--- src/serial_bridge_pkg.sv ---
// shared constants of the serial to wishbone bridge
package serial_bridge_pkg;

  // ~~~~~~~~~~~~~~~~~~~~~~~~~~~~~~~~~~~~~~~~~~~~~~~~~~~~~~~~~~~~~~~~~~~~~~~~~~~
  // data path widths
  // ~~~~~~~~~~~~~~~~~~~~~~~~~~~~~~~~~~~~~~~~~~~~~~~~~~~~~~~~~~~~~~~~~~~~~~~~~~~

  // one serial byte is also one wishbone data word
  localparam int byte_w = 8;
  // the register file decodes the low four address bits only
  localparam int adr_w = 4;
  localparam int reg_count = 16;

  // ~~~~~~~~~~~~~~~~~~~~~~~~~~~~~~~~~~~~~~~~~~~~~~~~~~~~~~~~~~~~~~~~~~~~~~~~~~~
  // command byte fields and reply codes
  // ~~~~~~~~~~~~~~~~~~~~~~~~~~~~~~~~~~~~~~~~~~~~~~~~~~~~~~~~~~~~~~~~~~~~~~~~~~~

  // a set write flag selects a single write, a clear one a single read
  localparam int cmd_write_bit = 7;
  // the wishbone cycle has been acknowledged
  localparam logic [byte_w-1:0] reply_ack = 8'h01;
  // nothing to report yet, also shifted out when no reply is queued
  localparam logic [byte_w-1:0] reply_idle = 8'h00;

  // ~~~~~~~~~~~~~~~~~~~~~~~~~~~~~~~~~~~~~~~~~~~~~~~~~~~~~~~~~~~~~~~~~~~~~~~~~~~
  // buffering and synchronization
  // ~~~~~~~~~~~~~~~~~~~~~~~~~~~~~~~~~~~~~~~~~~~~~~~~~~~~~~~~~~~~~~~~~~~~~~~~~~~

  localparam int fifo_depth = 4;
  localparam int fifo_ptr_w = 2;
  // flops between each spi pin and the logic that uses it
  localparam int sync_stages = 2;

  // controller fsm encoding
  localparam int ctrl_state_w = 3;
  localparam logic [ctrl_state_w-1:0] ctrl_st_idle = 3'd0;
  localparam logic [ctrl_state_w-1:0] ctrl_st_read_wait_ack = 3'd1;
  localparam logic [ctrl_state_w-1:0] ctrl_st_read_put_data = 3'd2;
  localparam logic [ctrl_state_w-1:0] ctrl_st_write_get_data = 3'd3;
  localparam logic [ctrl_state_w-1:0] ctrl_st_write_wait_ack = 3'd4;

endpackage

--- src/ctrl_sync.sv ---
`timescale 1ns/1ns

// command fsm turning the received byte stream into wishbone single cycles
//
// single read, address in the low nibble of the command
//   host:   0xxx_aaaa  filler     filler     (filler)
//   reply:  --         00         01         data
//
// single write
//   host:   1xxx_aaaa  data       filler     (filler)
//   reply:  --         00         00         01
//
// each reply is queued while its byte is received and shifted out during
// the byte that follows it
module ctrl_sync (
  input  logic                                 clk_i,
  input  logic                                 rst_ni,

  // byte stream from and to the spi side
  input  logic [serial_bridge_pkg::byte_w-1:0] rx_data_i,
  input  logic                                 rx_req_i,
  output logic [serial_bridge_pkg::byte_w-1:0] tx_data_o,
  output logic                                 tx_req_o,

  // wishbone b4 controller
  output logic                                 wb_we_o,
  output logic                                 wb_stb_o,
  output logic [serial_bridge_pkg::adr_w-1:0]  wb_adr_o,
  output logic [serial_bridge_pkg::byte_w-1:0] wb_dat_o,
  input  logic                                 wb_ack_i,
  input  logic [serial_bridge_pkg::byte_w-1:0] wb_dat_i
);
  logic [serial_bridge_pkg::ctrl_state_w-1:0] state_q;
  logic [serial_bridge_pkg::ctrl_state_w-1:0] state_d;
  logic                                       we_q;
  logic                                       we_d;
  logic [serial_bridge_pkg::adr_w-1:0]        adr_q;
  logic [serial_bridge_pkg::adr_w-1:0]        adr_d;
  logic                                       stb;
  logic                                       ack_q;
  logic [serial_bridge_pkg::byte_w-1:0]       rd_q;

  // every received byte queues exactly one reply byte
  assign tx_req_o = rx_req_i;

  // the strobe goes out in the same cycle as the byte that starts the cycle,
  // so address and direction come from the next state values
  assign wb_stb_o = stb;
  assign wb_we_o  = we_d;
  assign wb_adr_o = adr_d;
  // write data is the data byte itself, sampled only on a write strobe
  assign wb_dat_o = rx_data_i;

  always_ff @(posedge clk_i) begin
    if (!rst_ni) begin
      state_q <= serial_bridge_pkg::ctrl_st_idle;
      we_q    <= 1'b0;
      adr_q   <= '0;
    end else begin
      state_q <= state_d;
      we_q    <= we_d;
      adr_q   <= adr_d;
    end
  end

  // the acknowledge lands long before the next byte, so it is kept until
  // the fsm looks at it, and a new strobe clears the old one
  always_ff @(posedge clk_i) begin
    if (!rst_ni) begin
      ack_q <= 1'b0;
    end else if (wb_ack_i) begin
      ack_q <= 1'b1;
    end else if (stb) begin
      ack_q <= 1'b0;
    end
  end

  // read data stays put until the next acknowledge
  always_ff @(posedge clk_i) begin
    if (wb_ack_i) begin
      rd_q <= wb_dat_i;
    end
  end

  // ~~~~~~~~~~~~~~~~~~~~~~~~~~~~~~~~~~~~~~~~~~~~~~~~~~~~~~~~~~~~~~~~~~~~~~~~~~~
  // next state and reply, evaluated only when a byte arrives
  // ~~~~~~~~~~~~~~~~~~~~~~~~~~~~~~~~~~~~~~~~~~~~~~~~~~~~~~~~~~~~~~~~~~~~~~~~~~~

  always_comb begin
    state_d   = state_q;
    we_d      = we_q;
    adr_d     = adr_q;
    stb       = 1'b0;
    tx_data_o = serial_bridge_pkg::reply_idle;

    if (rx_req_i) begin
      case (state_q)
        serial_bridge_pkg::ctrl_st_idle: begin
          // bits above the address nibble other than the write flag are ignored
          adr_d = rx_data_i[serial_bridge_pkg::adr_w-1:0];
          we_d  = rx_data_i[serial_bridge_pkg::cmd_write_bit];
          if (we_d) begin
            state_d = serial_bridge_pkg::ctrl_st_write_get_data;
          end else begin
            stb     = 1'b1;
            state_d = serial_bridge_pkg::ctrl_st_read_wait_ack;
          end
        end

        serial_bridge_pkg::ctrl_st_write_get_data: begin
          stb     = 1'b1;
          state_d = serial_bridge_pkg::ctrl_st_write_wait_ack;
        end

        serial_bridge_pkg::ctrl_st_write_wait_ack: begin
          if (ack_q) begin
            tx_data_o = serial_bridge_pkg::reply_ack;
            state_d   = serial_bridge_pkg::ctrl_st_idle;
          end
        end

        serial_bridge_pkg::ctrl_st_read_wait_ack: begin
          if (ack_q) begin
            tx_data_o = serial_bridge_pkg::reply_ack;
            state_d   = serial_bridge_pkg::ctrl_st_read_put_data;
          end
        end

        serial_bridge_pkg::ctrl_st_read_put_data: begin
          tx_data_o = rd_q;
          state_d   = serial_bridge_pkg::ctrl_st_idle;
        end

        // an unknown encoding recovers at the next byte
        default: begin
          state_d = serial_bridge_pkg::ctrl_st_idle;
        end
      endcase
    end
  end

endmodule

--- src/reply_fifo.sv ---
`timescale 1ns/1ns

// circular buffer of reply bytes waiting to be shifted out
module reply_fifo (
  input  logic                                 clk_i,
  input  logic                                 rst_ni,
  input  logic                                 push_i,
  input  logic [serial_bridge_pkg::byte_w-1:0] push_data_i,
  input  logic                                 pop_i,
  output logic [serial_bridge_pkg::byte_w-1:0] pop_data_o,
  output logic                                 empty_o
);
  logic [serial_bridge_pkg::byte_w-1:0] mem [serial_bridge_pkg::fifo_depth];
  logic [serial_bridge_pkg::fifo_ptr_w-1:0] wr_ptr;
  logic [serial_bridge_pkg::fifo_ptr_w-1:0] rd_ptr;
  logic [serial_bridge_pkg::fifo_ptr_w:0]   count;
  logic                                     full;
  logic                                     do_push;
  logic                                     do_pop;

  // the count is one bit wider than the pointers to tell full from empty
  assign full    = (count == (serial_bridge_pkg::fifo_ptr_w + 1)'(serial_bridge_pkg::fifo_depth));
  assign empty_o = (count == '0);

  // a push into a full buffer is lost, a pop from an empty one does nothing
  assign do_push = push_i & ~full;
  assign do_pop  = pop_i & ~empty_o;

  always_ff @(posedge clk_i) begin
    if (do_push) begin
      mem[wr_ptr] <= push_data_i;
    end
  end

  // pointers wrap naturally since the depth is a power of two
  always_ff @(posedge clk_i) begin
    if (!rst_ni) begin
      wr_ptr <= '0;
      rd_ptr <= '0;
      count  <= '0;
    end else begin
      if (do_push) begin
        wr_ptr <= wr_ptr + 1'b1;
      end
      if (do_pop) begin
        rd_ptr <= rd_ptr + 1'b1;
      end
      case ({do_push, do_pop})
        2'b10:   count <= count + 1'b1;
        2'b01:   count <= count - 1'b1;
        default: count <= count;
      endcase
    end
  end

  // head of the queue, valid whenever the buffer is not empty
  assign pop_data_o = mem[rd_ptr];

endmodule

--- src/serial_bridge_top.sv ---
`timescale 1ns/1ns

// spi to wishbone bridge with a local register file
module serial_bridge_top (
  input  logic clk_i,
  input  logic rst_ni,
  input  logic spi_sclk_i,
  input  logic spi_csn_i,
  input  logic spi_mosi_i,
  output logic spi_miso_o
);
  // received bytes towards the controller
  logic [serial_bridge_pkg::byte_w-1:0] rx_data;
  logic                                 rx_req;

  // reply bytes from the controller through the fifo
  logic [serial_bridge_pkg::byte_w-1:0] tx_data;
  logic                                 tx_req;
  logic [serial_bridge_pkg::byte_w-1:0] fifo_rd_data;
  logic                                 fifo_pop;
  logic                                 fifo_empty;

  // wishbone between controller and register file
  logic                                 wb_stb;
  logic                                 wb_we;
  logic [serial_bridge_pkg::adr_w-1:0]  wb_adr;
  logic [serial_bridge_pkg::byte_w-1:0] wb_dat_c2p;
  logic [serial_bridge_pkg::byte_w-1:0] wb_dat_p2c;
  logic                                 wb_ack;

  spi_byte_shifter shifter_i (
    .clk_i        (clk_i),
    .rst_ni       (rst_ni),
    .sclk_i       (spi_sclk_i),
    .csn_i        (spi_csn_i),
    .mosi_i       (spi_mosi_i),
    .miso_o       (spi_miso_o),
    .rx_data_o    (rx_data),
    .rx_req_o     (rx_req),
    .fifo_pop_o   (fifo_pop),
    .fifo_data_i  (fifo_rd_data),
    .fifo_empty_i (fifo_empty)
  );

  reply_fifo fifo_i (
    .clk_i       (clk_i),
    .rst_ni      (rst_ni),
    .push_i      (tx_req),
    .push_data_i (tx_data),
    .pop_i       (fifo_pop),
    .pop_data_o  (fifo_rd_data),
    .empty_o     (fifo_empty)
  );

  ctrl_sync ctrl_i (
    .clk_i     (clk_i),
    .rst_ni    (rst_ni),
    .rx_data_i (rx_data),
    .rx_req_i  (rx_req),
    .tx_data_o (tx_data),
    .tx_req_o  (tx_req),
    .wb_we_o   (wb_we),
    .wb_stb_o  (wb_stb),
    .wb_adr_o  (wb_adr),
    .wb_dat_o  (wb_dat_c2p),
    .wb_ack_i  (wb_ack),
    .wb_dat_i  (wb_dat_p2c)
  );

  wb_reg_file regs_i (
    .clk_i    (clk_i),
    .rst_ni   (rst_ni),
    .wb_stb_i (wb_stb),
    .wb_we_i  (wb_we),
    .wb_adr_i (wb_adr),
    .wb_dat_i (wb_dat_c2p),
    .wb_ack_o (wb_ack),
    .wb_dat_o (wb_dat_p2c)
  );

endmodule

--- src/spi_byte_shifter.sv ---
`timescale 1ns/1ns

// spi mode 0 target, one byte in and one byte out per eight clocks
module spi_byte_shifter (
  input  logic                                 clk_i,
  input  logic                                 rst_ni,
  input  logic                                 sclk_i,
  input  logic                                 csn_i,
  input  logic                                 mosi_i,
  output logic                                 miso_o,
  output logic [serial_bridge_pkg::byte_w-1:0] rx_data_o,
  output logic                                 rx_req_o,
  output logic                                 fifo_pop_o,
  input  logic [serial_bridge_pkg::byte_w-1:0] fifo_data_i,
  input  logic                                 fifo_empty_i
);
  logic [serial_bridge_pkg::sync_stages-1:0]   sclk_sync;
  logic [serial_bridge_pkg::sync_stages-1:0]   csn_sync;
  logic [serial_bridge_pkg::sync_stages-1:0]   mosi_sync;
  logic                                        sclk_s;
  logic                                        csn_s;
  logic                                        mosi_s;
  logic                                        sclk_q;
  logic                                        csn_q;
  logic                                        sclk_rise;
  logic                                        sclk_fall;
  logic                                        csn_fall;
  logic                                        tx_load;
  logic [$clog2(serial_bridge_pkg::byte_w)-1:0] bit_cnt;
  logic [serial_bridge_pkg::byte_w-1:0]        rx_shift;
  logic [serial_bridge_pkg::byte_w-1:0]        tx_shift;

  // ~~~~~~~~~~~~~~~~~~~~~~~~~~~~~~~~~~~~~~~~~~~~~~~~~~~~~~~~~~~~~~~~~~~~~~~~~~~
  // pin synchronizers and edge detection
  // ~~~~~~~~~~~~~~~~~~~~~~~~~~~~~~~~~~~~~~~~~~~~~~~~~~~~~~~~~~~~~~~~~~~~~~~~~~~

  // chip select idles high, so its chain resets to ones
  always_ff @(posedge clk_i) begin
    if (!rst_ni) begin
      sclk_sync <= '0;
      csn_sync  <= '1;
      mosi_sync <= '0;
      sclk_q    <= 1'b0;
      csn_q     <= 1'b1;
    end else begin
      sclk_sync <= {sclk_sync[serial_bridge_pkg::sync_stages-2:0], sclk_i};
      csn_sync  <= {csn_sync[serial_bridge_pkg::sync_stages-2:0], csn_i};
      mosi_sync <= {mosi_sync[serial_bridge_pkg::sync_stages-2:0], mosi_i};
      sclk_q    <= sclk_s;
      csn_q     <= csn_s;
    end
  end

  assign sclk_s = sclk_sync[serial_bridge_pkg::sync_stages-1];
  assign csn_s  = csn_sync[serial_bridge_pkg::sync_stages-1];
  assign mosi_s = mosi_sync[serial_bridge_pkg::sync_stages-1];

  // all three pins see the same delay, so edges and select stay aligned
  assign sclk_rise = sclk_s & ~sclk_q;
  assign sclk_fall = ~sclk_s & sclk_q;
  assign csn_fall  = csn_q & ~csn_s;

  // ~~~~~~~~~~~~~~~~~~~~~~~~~~~~~~~~~~~~~~~~~~~~~~~~~~~~~~~~~~~~~~~~~~~~~~~~~~~
  // receive path
  // ~~~~~~~~~~~~~~~~~~~~~~~~~~~~~~~~~~~~~~~~~~~~~~~~~~~~~~~~~~~~~~~~~~~~~~~~~~~

  // deselect drops any partial byte by clearing the bit count
  always_ff @(posedge clk_i) begin
    if (!rst_ni) begin
      bit_cnt  <= '0;
      rx_req_o <= 1'b0;
    end else begin
      rx_req_o <= 1'b0;
      if (csn_s) begin
        bit_cnt <= '0;
      end else if (sclk_rise) begin
        bit_cnt  <= bit_cnt + 1'b1;
        // the counter wraps to zero after the eighth bit
        rx_req_o <= &bit_cnt;
      end
    end
  end

  // msb arrives first
  always_ff @(posedge clk_i) begin
    if (sclk_rise && !csn_s) begin
      rx_shift <= {rx_shift[serial_bridge_pkg::byte_w-2:0], mosi_s};
    end
  end

  // rx_req rises the cycle after the last shift, so the register is complete
  assign rx_data_o = rx_shift;

  // ~~~~~~~~~~~~~~~~~~~~~~~~~~~~~~~~~~~~~~~~~~~~~~~~~~~~~~~~~~~~~~~~~~~~~~~~~~~
  // transmit path
  // ~~~~~~~~~~~~~~~~~~~~~~~~~~~~~~~~~~~~~~~~~~~~~~~~~~~~~~~~~~~~~~~~~~~~~~~~~~~

  // a falling edge with a zero count closes a byte, since mode 0 has no falling
  // edge before the first bit of a transfer
  assign tx_load    = csn_fall | (sclk_fall & ~csn_s & (bit_cnt == '0));
  assign fifo_pop_o = tx_load & ~fifo_empty_i;

  always_ff @(posedge clk_i) begin
    if (!rst_ni) begin
      tx_shift <= serial_bridge_pkg::reply_idle;
    end else if (tx_load) begin
      tx_shift <= fifo_empty_i ? serial_bridge_pkg::reply_idle : fifo_data_i;
    end else if (sclk_fall && !csn_s) begin
      tx_shift <= {tx_shift[serial_bridge_pkg::byte_w-2:0], 1'b0};
    end
  end

  assign miso_o = tx_shift[serial_bridge_pkg::byte_w-1];

endmodule

--- src/wb_reg_file.sv ---
`timescale 1ns/1ns

// wishbone b4 peripheral with sixteen byte wide registers
module wb_reg_file (
  input  logic                                 clk_i,
  input  logic                                 rst_ni,
  input  logic                                 wb_stb_i,
  input  logic                                 wb_we_i,
  input  logic [serial_bridge_pkg::adr_w-1:0]  wb_adr_i,
  input  logic [serial_bridge_pkg::byte_w-1:0] wb_dat_i,
  output logic                                 wb_ack_o,
  output logic [serial_bridge_pkg::byte_w-1:0] wb_dat_o
);
  logic [serial_bridge_pkg::byte_w-1:0] regs [serial_bridge_pkg::reg_count];

  // registers power up cleared so reads right after reset return zero
  always_ff @(posedge clk_i) begin
    if (!rst_ni) begin
      for (int i = 0; i < serial_bridge_pkg::reg_count; i++) begin
        regs[i] <= '0;
      end
    end else if (wb_stb_i && wb_we_i) begin
      regs[wb_adr_i] <= wb_dat_i;
    end
  end

  // every strobe is answered one cycle later, with no wait states
  always_ff @(posedge clk_i) begin
    if (!rst_ni) begin
      wb_ack_o <= 1'b0;
    end else begin
      wb_ack_o <= wb_stb_i;
    end
  end

  // read data lines up with the acknowledge
  always_ff @(posedge clk_i) begin
    if (wb_stb_i && !wb_we_i) begin
      wb_dat_o <= regs[wb_adr_i];
    end
  end

endmodule

--- config.mk ---
export PLATFORM = sky130hd
export DESIGN_NAME = serial_bridge_top
export DESIGN_NICKNAME = d
export VERILOG_FILES = /design/src/serial_bridge_pkg.sv /design/src/ctrl_sync.sv /design/src/reply_fifo.sv /design/src/serial_bridge_top.sv /design/src/spi_byte_shifter.sv /design/src/wb_reg_file.sv
export SDC_FILE = /design/constraint.sdc
export NUM_CORES = 1
export LEC_CHECK = 0
export BUFFER_PORTS_ARGS = -buffer_cell sky130_fd_sc_hd__buf_2
export CAP_MARGIN = 10
export CORE_ASPECT_RATIO = 1.2
export CORE_MARGIN = 10
export CORE_UTILIZATION = 50
export DETAILED_ROUTE_END_ITERATION = 16
export HOLD_SLACK_MARGIN = 0.08
export PLACE_DENSITY_LB_ADDON = 0.08
export SYNTH_ARGS = -nofsm -noshare
export SYNTH_HDL_FRONTEND = slang
export SYNTH_SLANG_ARGS = --single-unit
--- constraint.sdc ---
create_clock -name clk_i -period 3.1 [get_ports clk_i]
set_clock_uncertainty 0.2 [all_clocks]
set_input_delay 0.465 -clock clk_i [delete_from_list [all_inputs] [get_ports clk_i]]
set_output_delay 0.465 -clock clk_i [all_outputs]
set_load 0.01 [all_outputs]
==> summary.md <==
| Metric | Value |
|---|---|
| Post-Syn Area | `9670 um2` |
| Post-synth EDFFs | `184` |
| Global-route wire length before repair | `33800 um` |
| Hold path endpoint | `shifter_i.csn_sync[1]` |
| Endpoints failing setup | `0` |
| Pwr per Cell Area | `557 nW/um2` |
| Inst Count DP | `993` |
| Final Hold Fails | `0` |
| Die width | `147 um` |
| Post-synth top area share | `57.2%` |
| Worst hold margin | `0.219 ns` |
| DRC | `0` |
| Initial core utilization | `51.1%` |
| Core area | `18900 um2` |
| Share of cells above drive strength 1 | `14.9%` |
| Synth Flop Type | `edfxtp_1` |
| FF-to-FF Start | `ctrl_i.state_q[2]` |
| Reg-to-reg slack, setup | `0.24 ns` |
| Final Non-Filler Cells | `1039` |
| Async set-or-reset flop fraction in the synthesized netlist | `0%` |
| Post-Syn Nets | `738` |
| Gate power share | `2.1%` |
| Syn avg cell area | `13.4 um2` |
| Flop pwr share | `54.9%` |
| I/O pin count | `6` |
| Psw | `1.19 mW` |
| Kind of capture point of the worst setup path | `flop` |
| Insertion delay to the later sink of the worst-skew pair | `0.50 ns` |
| Max-cap viol count | `0` |
| Vias in the first global route | `5968` |
| Fin crit period | `2.86 ns` |
| Power, Total | `6.08 mW` |
| Crit share post-route | `92.2%` |
| Class of the worst hold path | `flop to flop` |
| VDD IR max | `0.000398 V` |
| Post-Syn Instances | `724` |
| Status | `finished, final reports clean` |
| Netlist cell types | `49` |
| Hold Crit Start | `shifter_i.csn_sync[0]` |
| Most frequent cells in the layout | `edfxtp_1, and2_1, nand2_1` |
| I/O Buffers | `5` |
| Setup TNS | `0 ns` |
| Remaining global-route overflow | `0` |
| Via Count | `5686` |
| Leading cell type in the layout, fill and taps excluded | `edfxtp_1` |
| Drt first pass iters | `5` |
| RR Endpoint | `regs_i.regs[12][5]` |
| Top cells by area, synth | `edfxtp_1, and2_1, dfxtp_1` |
| Initial antenna violation count | `0` |
| Cell accounting for the most synthesized area | `edfxtp_1` |
| Seq cells post-synth | `223` |
| Area Growth Syn to Fin | `12.8%` |
| CP Class | `flop to flop` |
| LEAKAGE | `3.75 nW` |
| Largest net degree at the start of global routing | `51` |
| Die area | `25300 um2` |
| Worst path arrival time | `2.86 ns` |
| Yosys warns | `0` |
| Final WL | `21500 um` |
| Sequential area share after synthesis | `65.2%` |
| Design Area, Final | `10900 um2` |
| Final ANT Viol Nets | `0` |
| Internal power | `4.89 mW` |
| Wire length per cell | `20.7 um` |
| Rows | `55` |
| Antenna Cells | `0` |
| Clock slew at reported path FFs | `0.06 ns` |
| CTS buffer count | `23` |
| Fillers | `1554` |
| H-Tree Level Count | `1` |
| Post-DR vias/cell | `5.47` |
| Clock power share | `43.0%` |
| Clock sink total | `223` |
| Total GRT Usage | `17.1%` |
| Hold depth | `1` |
| Drt first-iter violations | `383` |
| Startpoint Class | `flop` |
| Final nets | `781` |
| Fmax | `350 MHz` |
| Post-DP Area | `10100 um2` |
| Worst Path Required | `3.11 ns` |
| Tightest Pin Transition | `0.903 ns` |
| DIE HEIGHT | `172 um` |
| Max-slew headroom | `39.8%` |
| R2R cell count | `8` |
| Sw Share | `19.5%` |
| Max FO, Critical Path | `8` |
| GPL Wtd Cong | `0.890` |
| RSZ-0062 raised after global routing | `no` |
| CTS Buffer Depth | `3` |
| Hpwl dp | `14800 um` |
| CTS tree | `yes` |
| Max-slew violations | `0` |
| Clock root buffer master | `clkbuf_16` |
==> per-layer routing <==
layer | global-route usage, % | wire length (um) | vias up
met2 | 32.6 | 11500 | 102
met4 | 5.61 | 552 | 0
met1 | 19.3 | 8710 | 2852
li1 | - | - | 2692
met5 | 0 | 0 | -
met3 | 2.41 | 733 | 40
==> flip-flops by register name, indices dropped and copies added (netlist names), 4 cells and up, named ones only <==
signal,cells
ctrl_i.adr_q,4
fifo_i.mem,32
shifter_i.rx_data_o,8
shifter_i.tx_shift,8
regs_i.wb_dat_o,8
ctrl_i.rd_q,8
regs_i.regs,128
==> per-stage QoR <==
step	worst slack, ns	util [%]
5_1_grt	0.0994	57.6
4_1_cts	0.116	57.5
2_1_floorplan	0.181	-
3_5_place_dp	0.151	53.6
6_report	0.241	57.6
3_3_place_gp	0.205	53.6
==> Yosys cell counts, types with 7 or more instances <==
library cell and instances:
a221oi_1 7, a311o_1 7, a31oi_1 8, a32o_1 7, and2_1 156, buf_6 7, clkbuf_1 16, dfxtp_1 39
edfxtp_1 184, ha_1 8, inv_1 10, mux2i_1 43, mux4_2 8, nand2_1 71, nand3_1 11, nor2_1 20
nor2_2 16, nor2b_1 10, nor3b_1 7, o21ai_0 20, o22ai_1 14
==> critical path, stage by stage (launching register included) <==
cell and delay (ns):
dfxtp_1 0.37, nor4b_4 0.26, buf_4 0.19, buf_4 0.15, mux2_2 0.39, nor2_1 0.22, nand2_1 0.29, o21ai_0 0.28
buf_4 0.21
==> power groups by stage <==
stage	logic, mW	clock network (mW)	registers, mW
after floorplan	0.0748	0	3.38
after global placement	0.122	0	3.40
after detailed placement	0.126	0	3.40
after CTS	0.130	2.66	3.34
after global routing	0.140	2.78	3.34
final	0.129	2.61	3.34
==> worst max-delay path by stage <==
stage          depth (start not counted)  slack (ns)                 start            endpoint
2_1_floorplan                         12        0.18  shifter_i.bit_cnt[0]     fifo_i.count[2]
3_3_place_gp                           6        0.21     ctrl_i.state_q[2]  regs_i.wb_dat_o[3]
3_5_place_dp                           6        0.15     ctrl_i.state_q[2]  regs_i.wb_dat_o[3]
4_1_cts                                7        0.12     ctrl_i.state_q[2]  regs_i.regs[12][1]
5_1_grt                                8         0.1     ctrl_i.state_q[2]  regs_i.regs[12][7]
6_report                               8        0.24     ctrl_i.state_q[2]  regs_i.regs[12][5]
==> cell type report <==
type	count	area (um2)	share of cell area, %
Inverter	10	37.5	0.344
Clock buffer	33	653	5.99
Clock inverter	8	65.1	0.597
Multi-Input combinational cell	461	3160	28.9
Sequential cell	223	6310	57.8
Tap cell	256	320	2.94
Timing Repair Buffer	48	368	3.37
==> what timing repair did <==
| action | 4_1_cts | 5_1_grt |
|---|---|---|
| buffers inserted | 0 | 2 |
| resized for setup | 0 | 2 |
| hold endpoints to repair | 3 | 0 |
| setup endpoints to repair | 0 | 37 |
| hold buffers | 3 | 0 |
==> logic make-up (layout without fill, tap and decap cells) <==
| kind of cell | Yosys count | after routing | share of synthesized area [%] |
|---|---|---|---|
| buf+inv | 40 | 99 | 2.21 |
| xor+xnor | 6 | 6 | 0.544 |
| fa+ha+maj | 9 | 9 | 1.24 |
| simple gates | 313 | 313 | 18.2 |
| compound gates | 77 | 77 | 5.59 |
| mux | 56 | 56 | 6.96 |
| flops | 223 | 223 | 65.2 |
Power figures use the tool's default switching activity.
